<file path="src/common/mrp_pkg.sv">
package mrp_pkg;

    // connection table sizing.
    localparam int num_conns   = 16;
    localparam int conn_id_w   = $clog2(num_conns);
    localparam int timestamp_w = 32;

    // expiry event buffering.
    localparam int fifo_depth = 4;
    localparam int fifo_ptr_w = $clog2(fifo_depth);

    localparam int closed_count_w = 16;

    typedef struct packed {
        logic [31:0] remote_addr;
        logic [15:0] remote_port;
        logic [15:0] local_port;
    } conn_key_t;

    // one host command, set and clear are never both high.
    typedef struct packed {
        logic                   set;
        logic                   clear;
        logic [conn_id_w-1:0]   conn_id;
        logic [timestamp_w-1:0] deadline;
        conn_key_t              key;
    } timer_cmd_t;

    typedef struct packed {
        logic [conn_id_w-1:0] conn_id;
        conn_key_t            key;
    } expiry_evt_t;

endpackage

</file>
<file path="src/rtl/close_notifier.sv">
module close_notifier (
     input  logic                                 clk
    ,input  logic                                 rst

    ,input  mrp_pkg::expiry_evt_t                 head
    ,input  logic                                 empty
    ,output logic                                 pop

    ,output logic                                 close_val
    ,output mrp_pkg::expiry_evt_t                 close_evt
    ,input  logic                                 close_rdy

    ,output logic [mrp_pkg::closed_count_w-1:0]   closed_count
);

    logic accept;

    assign accept = close_val & close_rdy;

    // refill when the slot is free or draining this cycle.
    assign pop = (~close_val | close_rdy) & ~empty;

    always_ff @(posedge clk) begin
        if (rst) begin
            close_val    <= 1'b0;
            closed_count <= '0;
        end
        else begin
            if (pop) begin
                close_val <= 1'b1;
            end
            else if (accept) begin
                close_val <= 1'b0;
            end
            if (accept) begin
                closed_count <= closed_count + 1'b1;
            end
        end
    end

    always_ff @(posedge clk) begin
        if (pop) begin
            close_evt <= head;
        end
    end

endmodule

</file>
<file path="src/rtl/conn_timeout_top.sv">
module conn_timeout_top (
     input  logic                                 clk
    ,input  logic                                 rst

    ,input  mrp_pkg::timer_cmd_t                  cmd
    ,input  logic [mrp_pkg::timestamp_w-1:0]      curr_time

    ,output logic                                 close_val
    ,output mrp_pkg::expiry_evt_t                 close_evt
    ,input  logic                                 close_rdy

    ,output logic [mrp_pkg::closed_count_w-1:0]   closed_count
);

    logic [mrp_pkg::conn_id_w-1:0] key_rd_addr;
    mrp_pkg::conn_key_t            key_rd_data;

    logic                          push;
    mrp_pkg::expiry_evt_t          push_evt;
    logic                          full;

    logic                          pop;
    mrp_pkg::expiry_evt_t          head;
    logic                          empty;

    // key table, read every cycle at the scan id.
    sync_ram #(
         .T     (mrp_pkg::conn_key_t  )
        ,.els   (mrp_pkg::num_conns   )
    ) key_table_i (
         .clk       (clk            )

        ,.w_val     (cmd.set        )
        ,.w_addr    (cmd.conn_id    )
        ,.w_data    (cmd.key        )

        ,.r_val     (1'b1           )
        ,.r_addr    (key_rd_addr    )
        ,.r_data    (key_rd_data    )
    );

    timeout_engine engine_i (
         .clk           (clk            )
        ,.rst           (rst            )

        ,.cmd           (cmd            )
        ,.curr_time     (curr_time      )

        ,.key_rd_addr   (key_rd_addr    )
        ,.key_rd_data   (key_rd_data    )

        ,.push          (push           )
        ,.push_evt      (push_evt       )
        ,.full          (full           )
    );

    event_fifo fifo_i (
         .clk       (clk        )
        ,.rst       (rst        )

        ,.push      (push       )
        ,.push_evt  (push_evt   )
        ,.full      (full       )

        ,.pop       (pop        )
        ,.head      (head       )
        ,.empty     (empty      )
    );

    close_notifier notifier_i (
         .clk           (clk            )
        ,.rst           (rst            )

        ,.head          (head           )
        ,.empty         (empty          )
        ,.pop           (pop            )

        ,.close_val     (close_val      )
        ,.close_evt     (close_evt      )
        ,.close_rdy     (close_rdy      )

        ,.closed_count  (closed_count   )
    );

endmodule

</file>
<file path="src/rtl/event_fifo.sv">
module event_fifo (
     input  logic                  clk
    ,input  logic                  rst

    ,input  logic                  push
    ,input  mrp_pkg::expiry_evt_t  push_evt
    ,output logic                  full

    ,input  logic                  pop
    ,output mrp_pkg::expiry_evt_t  head
    ,output logic                  empty
);

    mrp_pkg::expiry_evt_t mem [mrp_pkg::fifo_depth];

    logic [mrp_pkg::fifo_ptr_w-1:0] wr_ptr;
    logic [mrp_pkg::fifo_ptr_w-1:0] rd_ptr;
    logic [mrp_pkg::fifo_ptr_w:0]   count;

    logic do_push;
    logic do_pop;

    assign full  = (count == (mrp_pkg::fifo_ptr_w + 1)'(mrp_pkg::fifo_depth));
    assign empty = (count == '0);
    assign head  = mem[rd_ptr];

    assign do_push = push & ~full;
    assign do_pop  = pop & ~empty;

    always_ff @(posedge clk) begin
        if (do_push) begin
            mem[wr_ptr] <= push_evt;
        end
    end

    // pointers wrap naturally since the depth is a power of two.
    always_ff @(posedge clk) begin
        if (rst) begin
            wr_ptr <= '0;
            rd_ptr <= '0;
            count  <= '0;
        end
        else begin
            if (do_push) begin
                wr_ptr <= wr_ptr + 1'b1;
            end
            if (do_pop) begin
                rd_ptr <= rd_ptr + 1'b1;
            end
            case ({do_push, do_pop})
                2'b10:   count <= count + 1'b1;
                2'b01:   count <= count - 1'b1;
                default: count <= count;
            endcase
        end
    end

endmodule

</file>
<file path="src/rtl/sync_ram.sv">
module sync_ram #(
     parameter type T   = logic [31:0]
    ,parameter int  els = mrp_pkg::num_conns
)(
     input  logic                     clk

    ,input  logic                     w_val
    ,input  logic [$clog2(els)-1:0]   w_addr
    ,input  T                         w_data

    ,input  logic                     r_val
    ,input  logic [$clog2(els)-1:0]   r_addr
    ,output T                         r_data
);

    T mem [els];

    always_ff @(posedge clk) begin
        if (w_val) begin
            mem[w_addr] <= w_data;
        end
    end

    // registered read, a same-cycle write to the read address is forwarded.
    always_ff @(posedge clk) begin
        if (r_val) begin
            if (w_val && (w_addr == r_addr)) begin
                r_data <= w_data;
            end
            else begin
                r_data <= mem[r_addr];
            end
        end
    end

endmodule

</file>
<file path="src/timeout_engine/timeout_engine.sv">
module timeout_engine (
     input  logic                                 clk
    ,input  logic                                 rst

    ,input  mrp_pkg::timer_cmd_t                  cmd
    ,input  logic [mrp_pkg::timestamp_w-1:0]      curr_time

    ,output logic [mrp_pkg::conn_id_w-1:0]        key_rd_addr
    ,input  mrp_pkg::conn_key_t                   key_rd_data

    ,output logic                                 push
    ,output mrp_pkg::expiry_evt_t                 push_evt
    ,input  logic                                 full
);

    typedef enum logic [1:0] {
        st_bitmap  = 2'd0,
        st_read_dl = 2'd1,
        st_check   = 2'd2,
        st_output  = 2'd3
    } state_e;

    state_e state_reg;
    state_e state_next;

    logic [mrp_pkg::conn_id_w-1:0]   scan_id;
    logic                            incr_id;

    logic [mrp_pkg::num_conns-1:0]   armed;
    logic                            armed_hit;

    logic                            store_key;
    mrp_pkg::conn_key_t              key_reg;

    logic                            dl_rd_val;
    logic [mrp_pkg::timestamp_w-1:0] dl_rd_data;

    logic                            cmd_other_id;

    assign armed_hit   = armed[scan_id];
    assign key_rd_addr = scan_id;

    // a host command for another id must not race the deadline read.
    assign cmd_other_id = (cmd.set | cmd.clear) && (cmd.conn_id != scan_id);

    assign push_evt.conn_id = scan_id;
    assign push_evt.key     = key_reg;

    always_comb begin
        state_next = state_reg;
        incr_id    = 1'b0;
        store_key  = 1'b0;
        dl_rd_val  = 1'b0;
        push       = 1'b0;

        case (state_reg)
            st_bitmap: begin
                if (armed_hit) begin
                    state_next = st_read_dl;
                end
                else begin
                    incr_id = 1'b1;
                end
            end
            st_read_dl: begin
                store_key = 1'b1;
                if (!cmd_other_id) begin
                    dl_rd_val  = 1'b1;
                    state_next = st_check;
                end
            end
            st_check: begin
                // the key read is refreshed here, so a set in the previous
                // cycle carries its new key along with its new deadline.
                store_key = 1'b1;
                if (armed_hit && (dl_rd_data < curr_time)) begin
                    state_next = st_output;
                end
                else begin
                    incr_id    = 1'b1;
                    state_next = st_bitmap;
                end
            end
            st_output: begin
                if (!full) begin
                    push       = 1'b1;
                    incr_id    = 1'b1;
                    state_next = st_bitmap;
                end
            end
            default: begin
                state_next = st_bitmap;
            end
        endcase
    end

    always_ff @(posedge clk) begin
        if (rst) begin
            state_reg <= st_bitmap;
            scan_id   <= '0;
        end
        else begin
            state_reg <= state_next;
            if (incr_id) begin
                scan_id <= scan_id + 1'b1;
            end
        end
    end

    always_ff @(posedge clk) begin
        if (store_key) begin
            key_reg <= key_rd_data;
        end
    end

    // later assignments win, so a host set beats the expiry clear.
    always_ff @(posedge clk) begin
        if (rst) begin
            armed <= '0;
        end
        else begin
            if (push) begin
                armed[scan_id] <= 1'b0;
            end
            if (cmd.clear) begin
                armed[cmd.conn_id] <= 1'b0;
            end
            if (cmd.set) begin
                armed[cmd.conn_id] <= 1'b1;
            end
        end
    end

    sync_ram #(
         .T     (logic [mrp_pkg::timestamp_w-1:0])
        ,.els   (mrp_pkg::num_conns              )
    ) deadline_ram_i (
         .clk       (clk            )

        ,.w_val     (cmd.set        )
        ,.w_addr    (cmd.conn_id    )
        ,.w_data    (cmd.deadline   )

        ,.r_val     (dl_rd_val      )
        ,.r_addr    (scan_id        )
        ,.r_data    (dl_rd_data     )
    );

endmodule
</file>
<file path="config.mk">
export PLATFORM = sky130hd
export DESIGN_NAME = conn_timeout_top
export DESIGN_NICKNAME = d
export VERILOG_FILES = /design/src/common/mrp_pkg.sv /design/src/rtl/close_notifier.sv /design/src/rtl/conn_timeout_top.sv /design/src/rtl/event_fifo.sv /design/src/rtl/sync_ram.sv /design/src/timeout_engine/timeout_engine.sv
export SDC_FILE = /design/constraint.sdc
export NUM_CORES = 2
export LEC_CHECK = 0
export ABC_CLOCK_PERIOD_IN_PS = 6900
export BUFFER_PORTS_ARGS = -buffer_cell sky130_fd_sc_hd__buf_2
export CORE_MARGIN = 2
export CORE_UTILIZATION = 50
export DETAILED_ROUTE_END_ITERATION = 10
export PLACE_DENSITY_LB_ADDON = 0.08
export RECOVER_POWER = 50
export SLEW_MARGIN = 20
export SYNTH_ARGS = -nofsm -noshare
export SYNTH_HDL_FRONTEND = slang
export SYNTH_SLANG_ARGS = --single-unit
</file>
<file path="constraint.sdc">
create_clock -name clk -period 6.9 [get_ports clk]
set_input_delay 0.345 -clock clk [delete_from_list [all_inputs] [get_ports clk]]
set_output_delay 0.345 -clock clk [all_outputs]
set_load 0.02 [all_outputs]
</file>
# Word level (Yosys, flattened, before mapping)
# Memories as Yosys holds them, arrays and structs flattened. A register that Yosys moved wholly into a read port is not among the register bits.
# Cells that the tools add are included.
# Widths: inputs -> output; s select.
# totals
in_bits	137
ramBits	1808
register_bits	110
output_inout_bits	85
elab_cells	90
mem_count	3
# op_classes
n_eq_ne	10
bitwise	14
n_reduce_logical	10
addsub	6
order_cmp	5
n_mux	31
# mem_list
memory	words	word_bits	rd	rd_clocked_by_memory_dff	write_ports	line	source
key_table_i.mem	16	64	1	1	1	sync_ram.sv:16	T mem [els];
engine_i.deadline_ram_i.mem	16	32	1	1	1	sync_ram.sv:16	
fifo_i.mem	4	68	1	1	1	event_fifo.sv:14	mrp_pkg::expiry_evt_t mem [mrp_pkg::fifo_depth];
# op_table
cell	count
$mux 16	5
$and 16x16->16	2
$lt 32x32->1	1
$not 16->16	2
$add 16x1->16 const B	1
$mux 1	16
$or 16x16->16	1
$lt 4x5->1 const B	2
$demux 1 s4	2
$ge 4x1->1 const B	2
$mux 2	4
$pmux 2 s4	1
$eq 2x2->1 const B	3
$pmux 3 s2	1
$add 2x1->2 const B	2
$add 4x1->4 const B	1
$and 1x1->1	4
$bmux 1 s4	1
$eq 2x1->1 const B	2
$logic_and 1x1->1	4
$ne 2x2->1 const B	2
$ne 4x4->1	1
$reduce_bool 2->1	2
$add 3x1->3 const B	1
10 further kinds	13

# Logic depth before layout (Yosys ltp)
# logic_depth
ltp_word	13
mapped_depth	9
mapped_depth_nobuf	9

# By module
# From an unflattened synthesis, not the netlist that was laid out.
# unflattened
cells_unflattened	3509
hier_area_um2	78909.4
# modules_own_cells
mod	n_inst	seq_area_each_um2	cells_per_inst	area_per_inst_um2
sync_ram (key_table_i)	1	32671.3	1724	41014.3
sync_ram (engine_i.deadline_ram_i)	1	16335.7	879	20576.0
event_fifo	1	8348.0	410	10306.1
timeout_engine	1	2362.3	339	4196.5
close_notifier	1	2382.3	156	2812.7
conn_timeout_top	1	0.0	1	3.8

# Least setup slack after synthesis
# Ideal clock, no wire load.
# synth_timing
path_type	in2reg
startpoint	input cmd[97] in the netlist's numbering
endpoint	memory engine_i.deadline_ram_i.mem[2][0] in the netlist's numbering (enable)
setup_time_ns	0.553
t_arrival_ns	5.000
n_path_buf	1
t_required_ns	6.347
path_slack_ns	1.347
path_stages	4
path_cell_list	clkbuf_1 nand2_1 or2_2 nor2_1
# synth_lines
element	line	source
start, declared	conn_timeout_top.sv:5	,input mrp_pkg::timer_cmd_t cmd
end, declared	sync_ram.sv:16	
# No word-level cell before the write port.

# Worst setup path in the final report
# layout_timing
startpoint	register engine_i.scan_id (netlist bit engine_i.key_rd_addr[3])
endpoint	register engine_i.deadline_ram_i.r_data[28] in the netlist's numbering (read register of engine_i.deadline_ram_i.mem) (data pin)
# layout_via
elab_chain_cells	4
# layout_lines
element	line	source
start, declared	timeout_engine.sv:26	logic [mrp_pkg::conn_id_w-1:0] scan_id;
start signal, assigned	timeout_engine.sv:105	scan_id <= scan_id + 1'b1;
$ne 4x4->1	timeout_engine.sv:44	assign cmd_other_id = (cmd.set | cmd.clear) && (cmd.conn_id != scan_id);
$logic_and 1x1->1	timeout_engine.sv:44	
$mux 1	timeout_engine.sv:67	if (!cmd_other_id) begin
$mux 1	timeout_engine.sv:56	case (state_reg)
end, declared	sync_ram.sv:13	,output T r_data
# Several ways; a longest one is shown, not always the timed one.
# A chain may end at the register's enable or synchronous reset.

==> results.md <==
* Worst setup startpoint: engine_i.key_rd_addr[3]
* Sequential standard cell area at 0.06025 sq mm
* Syn Nets at 3,284
* # setup viols final at 0
* Die Y-Extent at 393.5 microns
* Starting Density at 50.46%
* Gpl congestion at 0.7611
* Post_cts resized at 0
* Die width at 393.5 microns
* Tot Pwr at 30,490 uW
* Yosys warns at 0
* Highest-delay cell along the critical path: clkbuf_1
* Largest registers: key_table_i.mem (1024), engine_i.deadline_ram_i.mem (512), fifo_i.mem (272)
* Worst flop-to-flop path startpoint: engine_i.key_rd_addr[3]
* Yosys reg bits at 2,022
* Hold WS at 55.37 ps
* Most common cell after layout, fill and taps aside: edfxtp_1
* Final Max Tran Viols at 389
* TritonCTS Buffers at 201
* Routed WL per cell at 30.06 microns
* Syn Inst Count at 3,101
* Final setup TNS at 0 ps
* Avg Cell Area, Syn at 24.46 sq um
* Die ar. at 0.1548 sq mm
* Setup slack, reg-to-reg at 2020 ps
* Post-route cell area at 0.08683 sq mm
* Max clock buf depth at 3
* Layout cells sized above 1 at 28.94%
* Post-CTS setup repair buffer count at 0
* Num ports at 222
* Most used flip-flop cell after synthesis: edfxtp_1
* Worst EP required at 7440 ps
* Routed Antenna Nets at 0
* Most frequent cells in the layout: 1,972 x edfxtp_1, 551 x mux4_2, 204 x clkbuf_16
* Vias in the first global route at 36,510
* Number of library cell types mapped by synthesis at 53
* Fillers at 10,850
* Hold_sp: cmd[97]
* Initial antenna violation count at 14
* FP Rows at 142
* Critical path capture point type: flop
* Post-layout util at 57.77%
* Fin. Hold Viols at 0
* Asr flop ratio synth at 0%
* Gr usage total at 22.43%
* Leak at 0.02695 uW
* Failing checks: max-capacitance violations, max-slew violations
* Port-buffer cells at 221
* First-pass DRT Iterations at 6
* Pwr Density at 351.1 mW/mm^2
* Grt ovf at 0
* Top reg by flops: key_table_i.mem
* Type of origin of the critical path: flop
* # DRC at 0
* Cell Area, Placed at 0.07954 sq mm
* First-pass GRT wire length at 251,100 microns
* Max FO, Critical Path at 39
* Post-Syn Area at 0.07584 sq mm
* Clk_lat worst skew at 820 ps
* Sequential share of the synthesized area at 79.40%
* Post-DP HPWL at 86,790 microns
* Routed vias at 34,110
* Clock Root Buffer: clkbuf_16
* H-tree levels at 4
* Area growth syn-to-layout at 14.49%
* CP cell instances: clkbuf_1 > mux4_2 > mux2_2
* WS Path Type: flop to flop
* Number of max-cap violations at 14
* Number of hold buffers added after CTS at 100
* RSZ-0062 raised after global routing: no
* Peak supply drop at 0.3333 mV
* Clock slew at reported path FFs at 60 ps
* CTS tree: yes
* Fmax at 204.8 MHz
* Largest net degree at the start of global routing at 154
* Hold Crit Class: primary input to flop
* Final wirelength at 172,200 microns
* Nets@finish at 3,724
* Slew margin rel. at -186.2%
* Clock Skew at 30.55 ps
* Vias per Instance at 5.953
* Worst-Margin Slew at 4293 ps
* Status: complete, but fails checks
* EDFF count, synth at 1,972
* Largest register FFs at 1,024
* DRT iter0 DRCs at 3,354
* Area of the multi-input gates at 0.01489 sq mm
* Core ar. at 0.1503 sq mm
* Shortest period the worst path allows at 4883 ps
* Tcrit/Tclk final at 70.76%
* Worst Path Arrival at 5420 ps
* Critical Path Max Stage Delay at 3030 ps
* Sink Count at 2,022
-- power by group --
part | total (uW) | switching [uW] | leakage, uW | internal [uW]
logic | 4880 | 2400 | 0.00557 | 2480
clock network | 10700 | 4490 | 0.00314 | 6220
registers | 14900 | 510 | 0.0182 | 14400
-- metal layers --
layer | GRT usage (%) | wire length [microns] | up-vias | share of wire (%)
li1 | - | - | 14170 | -
met1 | 31.13 | 71620 | 18540 | 42
met2 | 37.27 | 86730 | 1124 | 50
met3 | 3.762 | 10080 | 265 | 5.8
met4 | 6.055 | 3716 | 16 | 2.2
met5 | 0 | 103 | - | 0.060
-- cell usage after synthesis, types with 5 or more instances --
cell type  number  area (sq um)
ha_1           45         563.0
mux4_2        551         12410
a21oi_1        35         175.2
nand4_1         6         37.54
inv_1          59         221.5
nor2_1         37         138.9
clkbuf_1       90         337.8
nand2b_1        5         31.28
edfxtp_1     1972         59220
o21ai_0         9         45.04
buf_2          14         70.07
mux2_2         33         371.6
nand2_1        38         142.6
o221ai_1       14         122.6
xor2_1         17         148.9
dfxtp_1        50          1001
and2_1          5         31.28
buf_1          36         135.1
and3_1          7         43.79
nand3_1        18         90.09
nor2b_1         6         37.54
-- through the flow --
stage / setup slack (ps) / std cells
2_1_floorplan: 1347 / 3101
3_3_place_gp: 3311 / 5252
3_5_place_dp: 3230 / 5253
4_1_cts: 3248 / 5723
5_1_grt: 1678 / 5728
6_report: 2017 / 5730
-- final cells by class --
type	count	share of cell area, %
Sequential cell	2022	69.38
Multi-Input combinational cell	879	17.14
Clock buffer	253	6.125
Tap cell	2016	2.905
Timing Repair Buffer	378	2.844
Clock inverter	117	1.298
Inverter	59	0.2839
Antenna cell	6	0.01729
-- kinds of logic (layout without fill, tap and decap cells) --
kind of cell               Yosys count  count (layout)  share of synthesized area, %
muxes                              590             590                         16.96
other                                0               6                             0
buffers and inverters              200             807                         1.023
AOI/OAI and AO/OA                   78              78                        0.6748
DFF                               2022            2022                         79.40
xor gates and xnor gates            21              21                        0.2425
adders and majority gates           46              46                        0.7688
and+or+nand+nor                    144             144                        0.9321
-- final timing paths --
kind                                   endpoint  depth (start not counted)
min                           engine_i.armed[0]                          4
max          engine_i.deadline_ram_i.r_data[28]                          3
min reg2reg                   fifo_i.mem[1][51]                          0
max reg2reg  engine_i.deadline_ram_i.r_data[28]                          3
-- worst max-delay path: cells and delay by family (launching register included) --
| kind | cells | cell delay [ps] |
|---|---|---|
| multiplexers | 2 | 1150 |
| buffers and inverters | 1 | 3030 |
| flip-flops | 1 | 420 |
No activity file was read; power rests on OpenSTA's default activity.
